--- src/design/rv_exec_pkg.sv ---
`default_nettype none

package rv_exec_pkg;

    localparam int XLEN       = 32;
    localparam int REG_ADDR_W = 5;
    localparam int STRB_W     = XLEN / 8;
    localparam int MUL_STEPS  = 32;
    localparam int MUL_CNT_W  = $clog2(MUL_STEPS);

    localparam logic [6:0] OPC_OP     = 7'b0110011;
    localparam logic [6:0] OPC_OP_IMM = 7'b0010011;
    localparam logic [6:0] OPC_BRANCH = 7'b1100011;
    localparam logic [6:0] OPC_STORE  = 7'b0100011;
    localparam logic [6:0] OPC_JAL    = 7'b1101111;
    localparam logic [6:0] OPC_JALR   = 7'b1100111;
    localparam logic [6:0] OPC_LUI    = 7'b0110111;

    typedef enum logic [3:0] {
        ALU_ADD    = 4'd0,
        ALU_SUB    = 4'd1,
        ALU_SLL    = 4'd2,
        ALU_SLT    = 4'd3,
        ALU_SLTU   = 4'd4,
        ALU_XOR    = 4'd5,
        ALU_SRL    = 4'd6,
        ALU_SRA    = 4'd7,
        ALU_OR     = 4'd8,
        ALU_AND    = 4'd9,
        ALU_MUL    = 4'd10,
        ALU_MULH   = 4'd11,
        ALU_MULHSU = 4'd12,
        ALU_MULHU  = 4'd13,
        ALU_PASS_B = 4'd14    // lui
    } alu_op_t;

    typedef enum logic {
        RES_ALU     = 1'b0,
        RES_PC_NEXT = 1'b1
    } res_src_t;

    function automatic logic is_mul_op(input alu_op_t op);
        return op inside {ALU_MUL, ALU_MULH, ALU_MULHSU, ALU_MULHU};
    endfunction

endpackage

`default_nettype wire

--- src/design/dec_ex_if.sv ---
`default_nettype none
`timescale 1ns/100ps

interface dec_ex_if import rv_exec_pkg::*; ();

    logic                  valid;
    alu_op_t               alu_op;
    logic [XLEN-1:0]       op1;
    logic [XLEN-1:0]       op2;
    logic [REG_ADDR_W-1:0] rd;
    logic                  reg_write;
    logic                  is_branch;
    logic                  is_jump;
    logic [2:0]            funct3;
    logic [XLEN-1:0]       pc;
    logic [XLEN-1:0]       pc_target;
    logic                  store;
    logic [XLEN-1:0]       store_data;
    res_src_t              res_src;

    modport decode_mp (
        output valid, alu_op, op1, op2, rd, reg_write, is_branch, is_jump,
               funct3, pc, pc_target, store, store_data, res_src
    );

    modport execute_mp (
        input  valid, alu_op, op1, op2, rd, reg_write, is_branch, is_jump,
               funct3, pc, pc_target, store, store_data, res_src
    );

endinterface

`default_nettype wire

--- src/design/ex_res_if.sv ---
`default_nettype none
`timescale 1ns/100ps

interface ex_res_if import rv_exec_pkg::*; ();

    logic                  valid;
    logic [XLEN-1:0]       alu_result;
    logic [1:0]            addr_lo;
    logic [REG_ADDR_W-1:0] rd;
    logic                  reg_write;
    res_src_t              res_src;
    logic [XLEN-1:0]       pc_next;
    logic                  store;
    logic [XLEN-1:0]       store_data;
    logic [2:0]            funct3;
    logic                  branch_taken;
    logic [XLEN-1:0]       pc_target;

    modport execute_mp (
        output valid, alu_result, addr_lo, rd, reg_write, res_src, pc_next,
               store, store_data, funct3, branch_taken, pc_target
    );

    modport result_mp (
        input  valid, alu_result, addr_lo, rd, reg_write, res_src, pc_next,
               store, store_data, funct3, branch_taken, pc_target
    );

endinterface

`default_nettype wire

--- src/design/rv_decode.sv ---
`default_nettype none
`timescale 1ns/100ps

module rv_decode import rv_exec_pkg::*;
(
    input  wire                  i_clk,
    input  wire                  i_reset,
    input  wire                  i_valid,
    input  wire [31:0]           i_instr,
    input  wire [XLEN-1:0]       i_rs1_data,
    input  wire [XLEN-1:0]       i_rs2_data,
    input  wire [XLEN-1:0]       i_pc,
    input  wire                  i_exec_busy,
    output logic                 o_ready,
    dec_ex_if.decode_mp          o_dec
);

    logic [6:0]            opcode;
    logic [6:0]            funct7;
    logic [2:0]            funct3;
    logic [REG_ADDR_W-1:0] rd;
    logic [XLEN-1:0]       imm_i;
    logic [XLEN-1:0]       imm_s;
    logic [XLEN-1:0]       imm_b;
    logic [XLEN-1:0]       imm_j;
    logic [XLEN-1:0]       imm_u;
    logic [XLEN-1:0]       jalr_sum;
    alu_op_t               alu_op;
    logic [XLEN-1:0]       op2;
    logic                  reg_write;
    logic                  is_branch;
    logic                  is_jump;
    logic                  store;
    res_src_t              res_src;
    logic [XLEN-1:0]       pc_target;

    function automatic alu_op_t base_op(input logic [2:0] f3, input logic alt);
        alu_op_t op;
        case (f3)
        3'b000:  op = alt ? ALU_SUB : ALU_ADD;
        3'b001:  op = ALU_SLL;
        3'b010:  op = ALU_SLT;
        3'b011:  op = ALU_SLTU;
        3'b100:  op = ALU_XOR;
        3'b101:  op = alt ? ALU_SRA : ALU_SRL;
        3'b110:  op = ALU_OR;
        default: op = ALU_AND;
        endcase
        return op;
    endfunction

    assign opcode = i_instr[6:0];
    assign rd     = i_instr[11:7];
    assign funct3 = i_instr[14:12];
    assign funct7 = i_instr[31:25];

    assign imm_i = {{20{i_instr[31]}}, i_instr[31:20]};
    assign imm_s = {{20{i_instr[31]}}, i_instr[31:25], i_instr[11:7]};
    assign imm_b = {{19{i_instr[31]}}, i_instr[31], i_instr[7], i_instr[30:25],
                    i_instr[11:8], 1'b0};
    assign imm_j = {{11{i_instr[31]}}, i_instr[31], i_instr[19:12], i_instr[20],
                    i_instr[30:21], 1'b0};
    assign imm_u = {i_instr[31:12], 12'b0};

    assign jalr_sum = i_rs1_data + imm_i;

    always_comb
    begin
        alu_op    = ALU_ADD;
        op2       = imm_i;
        reg_write = 1'b0;
        is_branch = 1'b0;
        is_jump   = 1'b0;
        store     = 1'b0;
        res_src   = RES_ALU;
        pc_target = i_pc + imm_b;
        case (opcode)
        OPC_OP:
        begin
            op2       = i_rs2_data;
            reg_write = 1'b1;
            if (funct7 == 7'b0000001)
            begin
                case (funct3)
                3'b000:  alu_op = ALU_MUL;
                3'b001:  alu_op = ALU_MULH;
                3'b010:  alu_op = ALU_MULHSU;
                3'b011:  alu_op = ALU_MULHU;
                default: reg_write = 1'b0;    // no divider
                endcase
            end
            else
                alu_op = base_op(funct3, funct7[5]);
        end
        OPC_OP_IMM:
        begin
            reg_write = 1'b1;
            alu_op    = base_op(funct3, funct7[5] && (funct3 == 3'b101));  // srai only
        end
        OPC_BRANCH:
        begin
            op2       = i_rs2_data;
            alu_op    = ALU_SUB;
            is_branch = 1'b1;
        end
        OPC_STORE:
        begin
            op2   = imm_s;
            store = 1'b1;
        end
        OPC_JAL:
        begin
            op2       = imm_j;
            reg_write = 1'b1;
            is_jump   = 1'b1;
            res_src   = RES_PC_NEXT;
            pc_target = i_pc + imm_j;
        end
        OPC_JALR:
        begin
            reg_write = 1'b1;
            is_jump   = 1'b1;
            res_src   = RES_PC_NEXT;
            pc_target = {jalr_sum[XLEN-1:1], 1'b0};
        end
        OPC_LUI:
        begin
            op2       = imm_u;
            alu_op    = ALU_PASS_B;
            reg_write = 1'b1;
        end
        default: ;
        endcase
    end

    always_ff @(posedge i_clk)
    begin
        if (i_reset)
            o_dec.valid <= 1'b0;
        else
            o_dec.valid <= i_valid;
    end

    always_ff @(posedge i_clk)
    begin
        if (i_valid)
        begin
            o_dec.alu_op     <= alu_op;
            o_dec.op1        <= i_rs1_data;
            o_dec.op2        <= op2;
            o_dec.rd         <= rd;
            o_dec.reg_write  <= reg_write;
            o_dec.is_branch  <= is_branch;
            o_dec.is_jump    <= is_jump;
            o_dec.funct3     <= funct3;
            o_dec.pc         <= i_pc;
            o_dec.pc_target  <= pc_target;
            o_dec.store      <= store;
            o_dec.store_data <= i_rs2_data;
            o_dec.res_src    <= res_src;
        end
    end

    // hold off new work while a multiply is queued or running
    assign o_ready = !(i_exec_busy || (o_dec.valid && is_mul_op(o_dec.alu_op)));

endmodule

`default_nettype wire

--- src/design/rv_exec_top.sv ---
`default_nettype none
`timescale 1ns/100ps

module rv_exec_top import rv_exec_pkg::*;
(
    input  wire                    i_clk,
    input  wire                    i_reset,
    input  wire                    i_valid,
    input  wire [31:0]             i_instr,
    input  wire [XLEN-1:0]         i_rs1_data,
    input  wire [XLEN-1:0]         i_rs2_data,
    input  wire [XLEN-1:0]         i_pc,
    output logic                   o_ready,
    output logic                   o_valid,
    output logic [XLEN-1:0]        o_result,
    output logic [REG_ADDR_W-1:0]  o_rd,
    output logic                   o_reg_write,
    output logic                   o_branch_taken,
    output logic [XLEN-1:0]        o_pc_target,
    output logic                   o_store,
    output logic [XLEN-1:0]        o_addr,
    output logic [XLEN-1:0]        o_wdata,
    output logic [STRB_W-1:0]      o_wsel
);

    logic exec_busy;

    dec_ex_if u_dec_ex_if ();
    ex_res_if u_ex_res_if ();

    rv_decode u_decode
    (
        .i_clk          (i_clk),
        .i_reset        (i_reset),
        .i_valid        (i_valid),
        .i_instr        (i_instr),
        .i_rs1_data     (i_rs1_data),
        .i_rs2_data     (i_rs2_data),
        .i_pc           (i_pc),
        .i_exec_busy    (exec_busy),
        .o_ready        (o_ready),
        .o_dec          (u_dec_ex_if.decode_mp)
    );

    rv_execute u_execute
    (
        .i_clk          (i_clk),
        .i_reset        (i_reset),
        .i_dec          (u_dec_ex_if.execute_mp),
        .o_ex           (u_ex_res_if.execute_mp),
        .o_busy         (exec_busy)
    );

    rv_result u_result
    (
        .i_clk          (i_clk),
        .i_reset        (i_reset),
        .i_ex           (u_ex_res_if.result_mp),
        .o_valid        (o_valid),
        .o_result       (o_result),
        .o_rd           (o_rd),
        .o_reg_write    (o_reg_write),
        .o_branch_taken (o_branch_taken),
        .o_pc_target    (o_pc_target),
        .o_store        (o_store),
        .o_addr         (o_addr),
        .o_wdata        (o_wdata),
        .o_wsel         (o_wsel)
    );

endmodule

`default_nettype wire

--- src/design/rv_execute.sv ---
`default_nettype none
`timescale 1ns/100ps

module rv_execute import rv_exec_pkg::*;
(
    input  wire                  i_clk,
    input  wire                  i_reset,
    dec_ex_if.execute_mp         i_dec,
    ex_res_if.execute_mp         o_ex,
    output logic                 o_busy
);

    typedef enum logic [1:0] {ST_IDLE, ST_RUN, ST_DONE} mul_state_t;

    mul_state_t           state;
    logic                 start_mul;
    logic                 sub_op;
    logic [XLEN-1:0]      add_b;
    logic [XLEN:0]        sum;
    logic                 eq;
    logic                 lts;
    logic                 ltu;
    logic                 cmp;
    logic                 taken;
    logic [XLEN-1:0]      alu_out;
    logic [XLEN-1:0]      alu_q;
    logic                 sc_valid;
    logic [XLEN:0]        mcand;
    logic [XLEN:0]        acc_hi;
    logic [XLEN-1:0]      acc_lo;
    logic [XLEN+1:0]      addend;
    logic [XLEN+1:0]      step_sum;
    logic [MUL_CNT_W-1:0] step_cnt;
    logic                 last_step;
    logic                 mul_hi;
    logic                 op2_signed;

    assign start_mul = i_dec.valid && is_mul_op(i_dec.alu_op);

    // everything but add subtracts on the shared adder
    assign sub_op = (i_dec.alu_op != ALU_ADD);
    assign add_b  = sub_op ? ~i_dec.op2 : i_dec.op2;
    assign sum    = {1'b0, i_dec.op1} + {1'b0, add_b} + {{XLEN{1'b0}}, sub_op};

    assign eq  = (i_dec.op1 == i_dec.op2);
    assign ltu = !sum[XLEN];    // no carry out on subtract
    assign lts = (i_dec.op1[XLEN-1] != i_dec.op2[XLEN-1]) ? i_dec.op1[XLEN-1] : sum[XLEN-1];

    always_comb
    begin
        case (i_dec.funct3[2:1])
        2'b00:   cmp = eq;
        2'b10:   cmp = lts;
        2'b11:   cmp = ltu;
        default: cmp = 1'b0;
        endcase
    end

    assign taken = i_dec.is_jump || (i_dec.is_branch && (cmp ^ i_dec.funct3[0]));

    always_comb
    begin
        case (i_dec.alu_op)
        ALU_ADD,
        ALU_SUB:    alu_out = sum[XLEN-1:0];
        ALU_SLL:    alu_out = i_dec.op1 << i_dec.op2[4:0];
        ALU_SLT:    alu_out = {{(XLEN-1){1'b0}}, lts};
        ALU_SLTU:   alu_out = {{(XLEN-1){1'b0}}, ltu};
        ALU_XOR:    alu_out = i_dec.op1 ^ i_dec.op2;
        ALU_SRL:    alu_out = i_dec.op1 >> i_dec.op2[4:0];
        ALU_SRA:    alu_out = $signed(i_dec.op1) >>> i_dec.op2[4:0];
        ALU_OR:     alu_out = i_dec.op1 | i_dec.op2;
        ALU_AND:    alu_out = i_dec.op1 & i_dec.op2;
        ALU_PASS_B: alu_out = i_dec.op2;
        default:    alu_out = '0;    // multiplies come from the iterative path
        endcase
    end

    // op2 shifts out of the bottom of acc_lo
    assign last_step = (step_cnt == MUL_CNT_W'(MUL_STEPS - 1));
    assign addend    = !acc_lo[0] ? '0 :
                       (last_step && op2_signed) ? -{mcand[XLEN], mcand} :
                       {mcand[XLEN], mcand};
    assign step_sum  = {acc_hi[XLEN], acc_hi} + addend;

    always_ff @(posedge i_clk)
    begin
        if (start_mul)
        begin
            mcand      <= {i_dec.op1[XLEN-1] && (i_dec.alu_op != ALU_MULHU), i_dec.op1};
            acc_hi     <= '0;
            acc_lo     <= i_dec.op2;
            step_cnt   <= '0;
            mul_hi     <= (i_dec.alu_op != ALU_MUL);
            op2_signed <= (i_dec.alu_op inside {ALU_MUL, ALU_MULH});
        end
        else if (state == ST_RUN)
        begin
            acc_hi   <= step_sum[XLEN+1:1];
            acc_lo   <= {step_sum[0], acc_lo[XLEN-1:1]};
            step_cnt <= step_cnt + 1'b1;
        end
    end

    always_ff @(posedge i_clk)
    begin
        if (i_reset)
        begin
            state    <= ST_IDLE;
            sc_valid <= 1'b0;
        end
        else
        begin
            sc_valid <= i_dec.valid && !is_mul_op(i_dec.alu_op);
            case (state)
            ST_IDLE: state <= start_mul ? ST_RUN : ST_IDLE;
            ST_RUN:  state <= last_step ? ST_DONE : ST_RUN;
            default: state <= ST_IDLE;
            endcase
        end
    end

    always_ff @(posedge i_clk)
    begin
        if (i_dec.valid)
        begin
            alu_q             <= alu_out;
            o_ex.addr_lo      <= sum[1:0];
            o_ex.rd           <= i_dec.rd;
            o_ex.reg_write    <= i_dec.reg_write;
            o_ex.res_src      <= i_dec.res_src;
            o_ex.pc_next      <= i_dec.pc + XLEN'(4);
            o_ex.store        <= i_dec.store;
            o_ex.store_data   <= i_dec.store_data;
            o_ex.funct3       <= i_dec.funct3;
            o_ex.branch_taken <= taken;
            o_ex.pc_target    <= i_dec.pc_target;
        end
    end

    assign o_busy          = (state == ST_RUN);
    assign o_ex.valid      = sc_valid || (state == ST_DONE);
    assign o_ex.alu_result = (state != ST_DONE) ? alu_q :
                             mul_hi ? acc_hi[XLEN-1:0] : acc_lo;

endmodule

`default_nettype wire

--- src/design/rv_result.sv ---
`default_nettype none
`timescale 1ns/100ps

module rv_result import rv_exec_pkg::*;
(
    input  wire                    i_clk,
    input  wire                    i_reset,
    ex_res_if.result_mp            i_ex,
    output logic                   o_valid,
    output logic [XLEN-1:0]        o_result,
    output logic [REG_ADDR_W-1:0]  o_rd,
    output logic                   o_reg_write,
    output logic                   o_branch_taken,
    output logic [XLEN-1:0]        o_pc_target,
    output logic                   o_store,
    output logic [XLEN-1:0]        o_addr,
    output logic [XLEN-1:0]        o_wdata,
    output logic [STRB_W-1:0]      o_wsel
);

    logic [XLEN-1:0]   result;
    logic [XLEN-1:0]   wdata;
    logic [STRB_W-1:0] wsel;

    assign result = (i_ex.res_src == RES_PC_NEXT) ? i_ex.pc_next : i_ex.alu_result;

    always_comb
    begin
        case (i_ex.funct3[1:0])
        2'b00:
        begin
            wdata = {4{i_ex.store_data[7:0]}};
            wsel  = 4'b0001 << i_ex.addr_lo;
        end
        2'b01:
        begin
            wdata = {2{i_ex.store_data[15:0]}};
            wsel  = 4'b0011 << {i_ex.addr_lo[1], 1'b0};    // halfword aligned
        end
        default:
        begin
            wdata = i_ex.store_data;
            wsel  = '1;
        end
        endcase
    end

    always_ff @(posedge i_clk)
    begin
        if (i_reset)
        begin
            o_valid        <= 1'b0;
            o_reg_write    <= 1'b0;
            o_store        <= 1'b0;
            o_branch_taken <= 1'b0;
        end
        else
        begin
            o_valid        <= i_ex.valid;
            o_reg_write    <= i_ex.valid && i_ex.reg_write;
            o_store        <= i_ex.valid && i_ex.store;
            o_branch_taken <= i_ex.valid && i_ex.branch_taken;
        end
    end

    always_ff @(posedge i_clk)
    begin
        if (i_ex.valid)
        begin
            o_result    <= result;
            o_rd        <= i_ex.rd;
            o_pc_target <= i_ex.pc_target;
            o_addr      <= i_ex.alu_result;    // store address
            o_wdata     <= wdata;
            o_wsel      <= i_ex.store ? wsel : '0;
        end
    end

endmodule

`default_nettype wire

--- config.mk ---
export PLATFORM = sky130hd
export DESIGN_NAME = rv_exec_top
export DESIGN_NICKNAME = d
export VERILOG_FILES = /design/src/design/rv_exec_pkg.sv /design/src/design/dec_ex_if.sv /design/src/design/ex_res_if.sv /design/src/design/rv_decode.sv /design/src/design/rv_exec_top.sv /design/src/design/rv_execute.sv /design/src/design/rv_result.sv
export SDC_FILE = /design/constraint.sdc
export NUM_CORES = 2
export LEC_CHECK = 0
export BUFFER_PORTS_ARGS = -buffer_cell sky130_fd_sc_hd__buf_2
export CORE_MARGIN = 4
export CORE_UTILIZATION = 40
export CTS_CLUSTER_DIAMETER = 80
export DETAILED_ROUTE_END_ITERATION = 7
export GPL_ROUTABILITY_DRIVEN = 1
export PLACE_DENSITY = 0.58
export SKIP_LAST_GASP = 1
export SLEW_MARGIN = 20
export SYNTH_ARGS = -nofsm -noshare
export SYNTH_HDL_FRONTEND = slang
export SYNTH_SLANG_ARGS = --single-unit
--- constraint.sdc ---
create_clock -name i_clk -period 11.6 [get_ports i_clk]
set_input_delay 1.16 -clock i_clk [delete_from_list [all_inputs] [get_ports i_clk]]
set_output_delay 1.16 -clock i_clk [all_outputs]
set_load 0.02 [all_outputs]
==> metrics.md <==
| Metric | Value |
|---|---|
| CP Cell Sequence | `nor4_4, buf_4, xnor2_1, fa_1, a21o_1, a221o_1, a21oi_2, o211ai_1, a2111oi_2, nor2_1, a311oi_4, o21ba_2, a311oi_2, xnor2_1, a21o_1` |
| Post-CTS Hold Fix Bufs | `0` |
| Fin crit period | `5.161 ns` |
| Syn Area/Cell | `10.57 µm²` |
| Critical path class | `flip-flop to flip-flop` |
| Pin count of the biggest net entering global routing | `73` |
| Worst Path Required | `12.02 ns` |
| Synth top area share | `0.4709` |
| FP Rows | `105` |
| Final Util | `0.4625` |
| Post-synth EDFFs | `521` |
| Synth Cell Area | `33220 µm²` |
| Post-synth ARST share | `0` |
| Worst-skew pair later-pin latency | `0.67 ns` |
| First-pass GRT wire length | `169.2 mm` |
| FF-to-FF setup slack | `6.44 ns` |
| Synth top area cells | `edfxtp_1 47%, ha_1 7.4%, o21ai_0 4.2%` |
| Tot GR Track Use | `0.2626` |
| Die area | `87730 µm²` |
| IO buf count | `272` |
| Fmax achieved | `0.1938 GHz` |
| CTS Buf Count | `61` |
| Period utilisation layout | `0.4449` |
| Number of global-route vias before repair | `24.68k` |
| RePlAce Congestion | `1.019` |
| Dpl ws | `6.127 ns` |
| FF-to-FF End | `u_execute.o_ex.branch_taken` |
| Family with the most delay on the worst path | `compound AO/OA/AOI/OAI gates` |
| Initial antenna violation count | `14` |
| Htree depth | `2` |
| Buf/Inv on CP | `1` |
| FF-to-FF path depth | `15` |
| Flops & latches, synth | `567` |
| Resize count post-CTS | `0` |
| Worst Skew | `0.08595 ns` |
| Total Nets Final | `3707` |
| Slew Limit Fails | `0` |
| Starting Density | `0.4040` |
| Area leader, netlist | `edfxtp_1` |
| Max cap viols | `0` |
| RSZ-0062 raised after global routing | `false` |
| Via count | `26.22k` |
| CP Capture Type | `flip-flop` |
| Die X | `296.2 µm` |
| Slowest CP cell | `edfxtp_1` |
| Clock Sinks | `567` |
| Area growth syn-to-layout | `14.48%` |
| Final hold violation count | `0` |
| Syn Inst Count | `3144` |
| Seq/Total Area, Yosys | `0.4986` |
| CP max stage delay | `0.64 ns` |
| Worst-Margin Slew | `1.053 ns` |
| Hold Crit Endpoint | `u_execute.o_ex.store_data[7]` |
| Core ar. | `82240 µm²` |
| Inst Count DP | `4383` |
| TritonRoute pass-1 iters | `7` |
| Pleak | `14.84 nW` |
| P per Cell Area | `159.5 nW/µm²` |
| Ys flop type | `edfxtp_1` |
| Clock transition at path regs | `0.06 ns` |
| Setup TNS Final | `0 ns` |
| WL final | `118.4 mm` |
| Postcts setup bufs | `0` |
| Worst r2r src | `u_decode.o_dec.alu_op[1]` |
| Syn. warnings | `0` |
| Critical Path Fanout Max | `33` |
| DP HPWL | `92.28 mm` |
| Via density | `5.821` |
| Most common cell in the netlist | `edfxtp_1` |
| CP Data Arrival Time | `5.58 ns` |
| # IOs | `273` |
| DRT antenna net count | `0` |
| Cell Count, Final, Fillers Out | `4504` |
| Setup WS post-layout | `6.439 ns` |
| VDD IR max | `0.0001663 V` |
| Status | `finished clean` |
| Slew Limit Headroom | `0.2964` |
| Hold Path Class | `flip-flop to flip-flop` |
| WHS Path Cells | `0` |
| Synth cell types | `84` |
| Clock Tree Buf Depth | `3` |
| CTS tree | `done` |
| DR iter-0 viols | `2867` |
| Worst Setup Start Kind | `flip-flop` |
| Final Setup Violations | `0` |
| Clk root buf | `clkbuf_16` |
| Drt wl/cell | `26.28 µm` |
| Hold_sp | `u_decode.o_dec.store_data[7]` |
| Die height | `296.2 µm` |
| Syn nets | `3475` |
| Overflow after GRT | `0` |
| Synth cell count leaders | `521 x edfxtp_1, 348 x nand2_1, 276 x o21ai_0` |
| DR DRC count | `0` |
| Layout cells sized above 1 | `0.1519` |
## power breakdown
group	total, W	internal [W]	leakage [nW]	switching (W)
Clock	0.00217	0.00130	1.10	0.000868
Sequential	0.00262	0.00245	5.26	0.000167
Combinational	0.00128	0.000475	8.48	0.000805
Total	0.00607	0.00423	14.8	0.00184
## registers in the layout, indices dropped and copies added, names as in the netlist, 3 cells and up
signal	flops
u_decode.o_dec.pc_target	32
u_decode.o_dec.store_data	32
u_execute.o_ex.store_data	32
u_decode.o_dec.op2	32
u_execute.o_ex.pc_target	32
u_result.o_wsel	4
u_result.o_addr	32
u_execute.o_ex.pc_next	32
u_execute.acc_hi	33
u_execute.step_cnt	5
u_decode.o_dec.op1	32
u_decode.o_dec.alu_op	4
u_result.o_pc_target	32
u_result.o_rd	5
u_execute.alu_q	32
u_decode.o_dec.funct3	3
u_result.o_wdata	32
u_execute.o_ex.rd	5
u_execute.acc_lo	32
u_result.o_result	32
u_execute.mcand	33
u_decode.o_dec.pc	32
u_decode.o_dec.rd	5
## per-stage QoR
stage | total power (W) | area (µm²) | hold WS [ns]
global placement | 0.003905 | 35740 | 0.4007
global route | 0.006310 | 38040 | 0.4080
CTS | 0.006079 | 38020 | 0.3989
detailed placement | 0.003902 | 35740 | 0.4045
finish | 0.006067 | 38040 | 0.4095
floorplan | 0.003434 | 33220 | 0.4003
## how the worst max path moves through the flow
stage	from	endpoint	slack, ns	cells past startpoint
after floorplan	u_decode.o_dec.valid	o_ready	4.75	4
after detailed placement	i_instr[2]	u_decode.o_dec.pc_target[29]	6.13	21
final	u_decode.o_dec.alu_op[1]	u_execute.o_ex.branch_taken	6.44	15
after global routing	u_execute.mcand[5]	u_execute.acc_hi[32]	6.09	20
after CTS	u_decode.o_dec.alu_op[1]	u_execute.o_ex.branch_taken	6.46	15
after global placement	i_instr[2]	u_decode.o_dec.pc_target[29]	6.27	21
## area by class of cell
cell class                 count  area [µm²]
clock inverter                50       714.4
tap                         1070        1339
fill                        7783       44210
antenna                        5       12.51
inverter                     108       405.4
sequential                   567       16570
timing repair buffer         317        1705
multi-input combinational   2321       15720
clock buffer                  66        1565
## placed cells by master (no fill, tap or decap), types with 49 or more instances in the layout
master and count:
edfxtp_1 521, nand2_1 348, o21ai_0 276, buf_2 271, a21oi_1 226, nor2_1 200
ha_1 196, xnor2_1 132, mux2i_1 120, inv_1 104, xor2_1 62, clkbuf_16 61
a21o_1 59, nand3_1 58, mux2_2 53, and2_1 49
## kinds of logic after synthesis
family / Yosys count / synth area share
DFF: 567 / 0.4986
adders and majority gates: 200 / 0.07622
AOI/OAI and AO/OA: 871 / 0.1628
xor gates and xnor gates: 194 / 0.05114
buffers and inverters: 256 / 0.02911
and+or+nand+nor: 873 / 0.1213
muxes: 183 / 0.06089
## metal layers
metal / share of wire / global-route usage
met1: 0.45 / 0.3812
met3: 0.079 / 0.03857
met4: 0.036 / 0.08399
met5: 0.00038 / 0
met2: 0.44 / 0.4059
## worst reg2reg max path, delay by kind of cell (launching register included)
kind	cells	cell delay (ns)
xor gates and xnor gates	2	0.39
and+or+nand+nor	2	0.54
AOI/OAI and AO/OA	9	2.41
adders and majority gates	1	0.46
buffers and inverters	1	0.49
DFF	1	0.64
(Power assumes the default switching activity.)
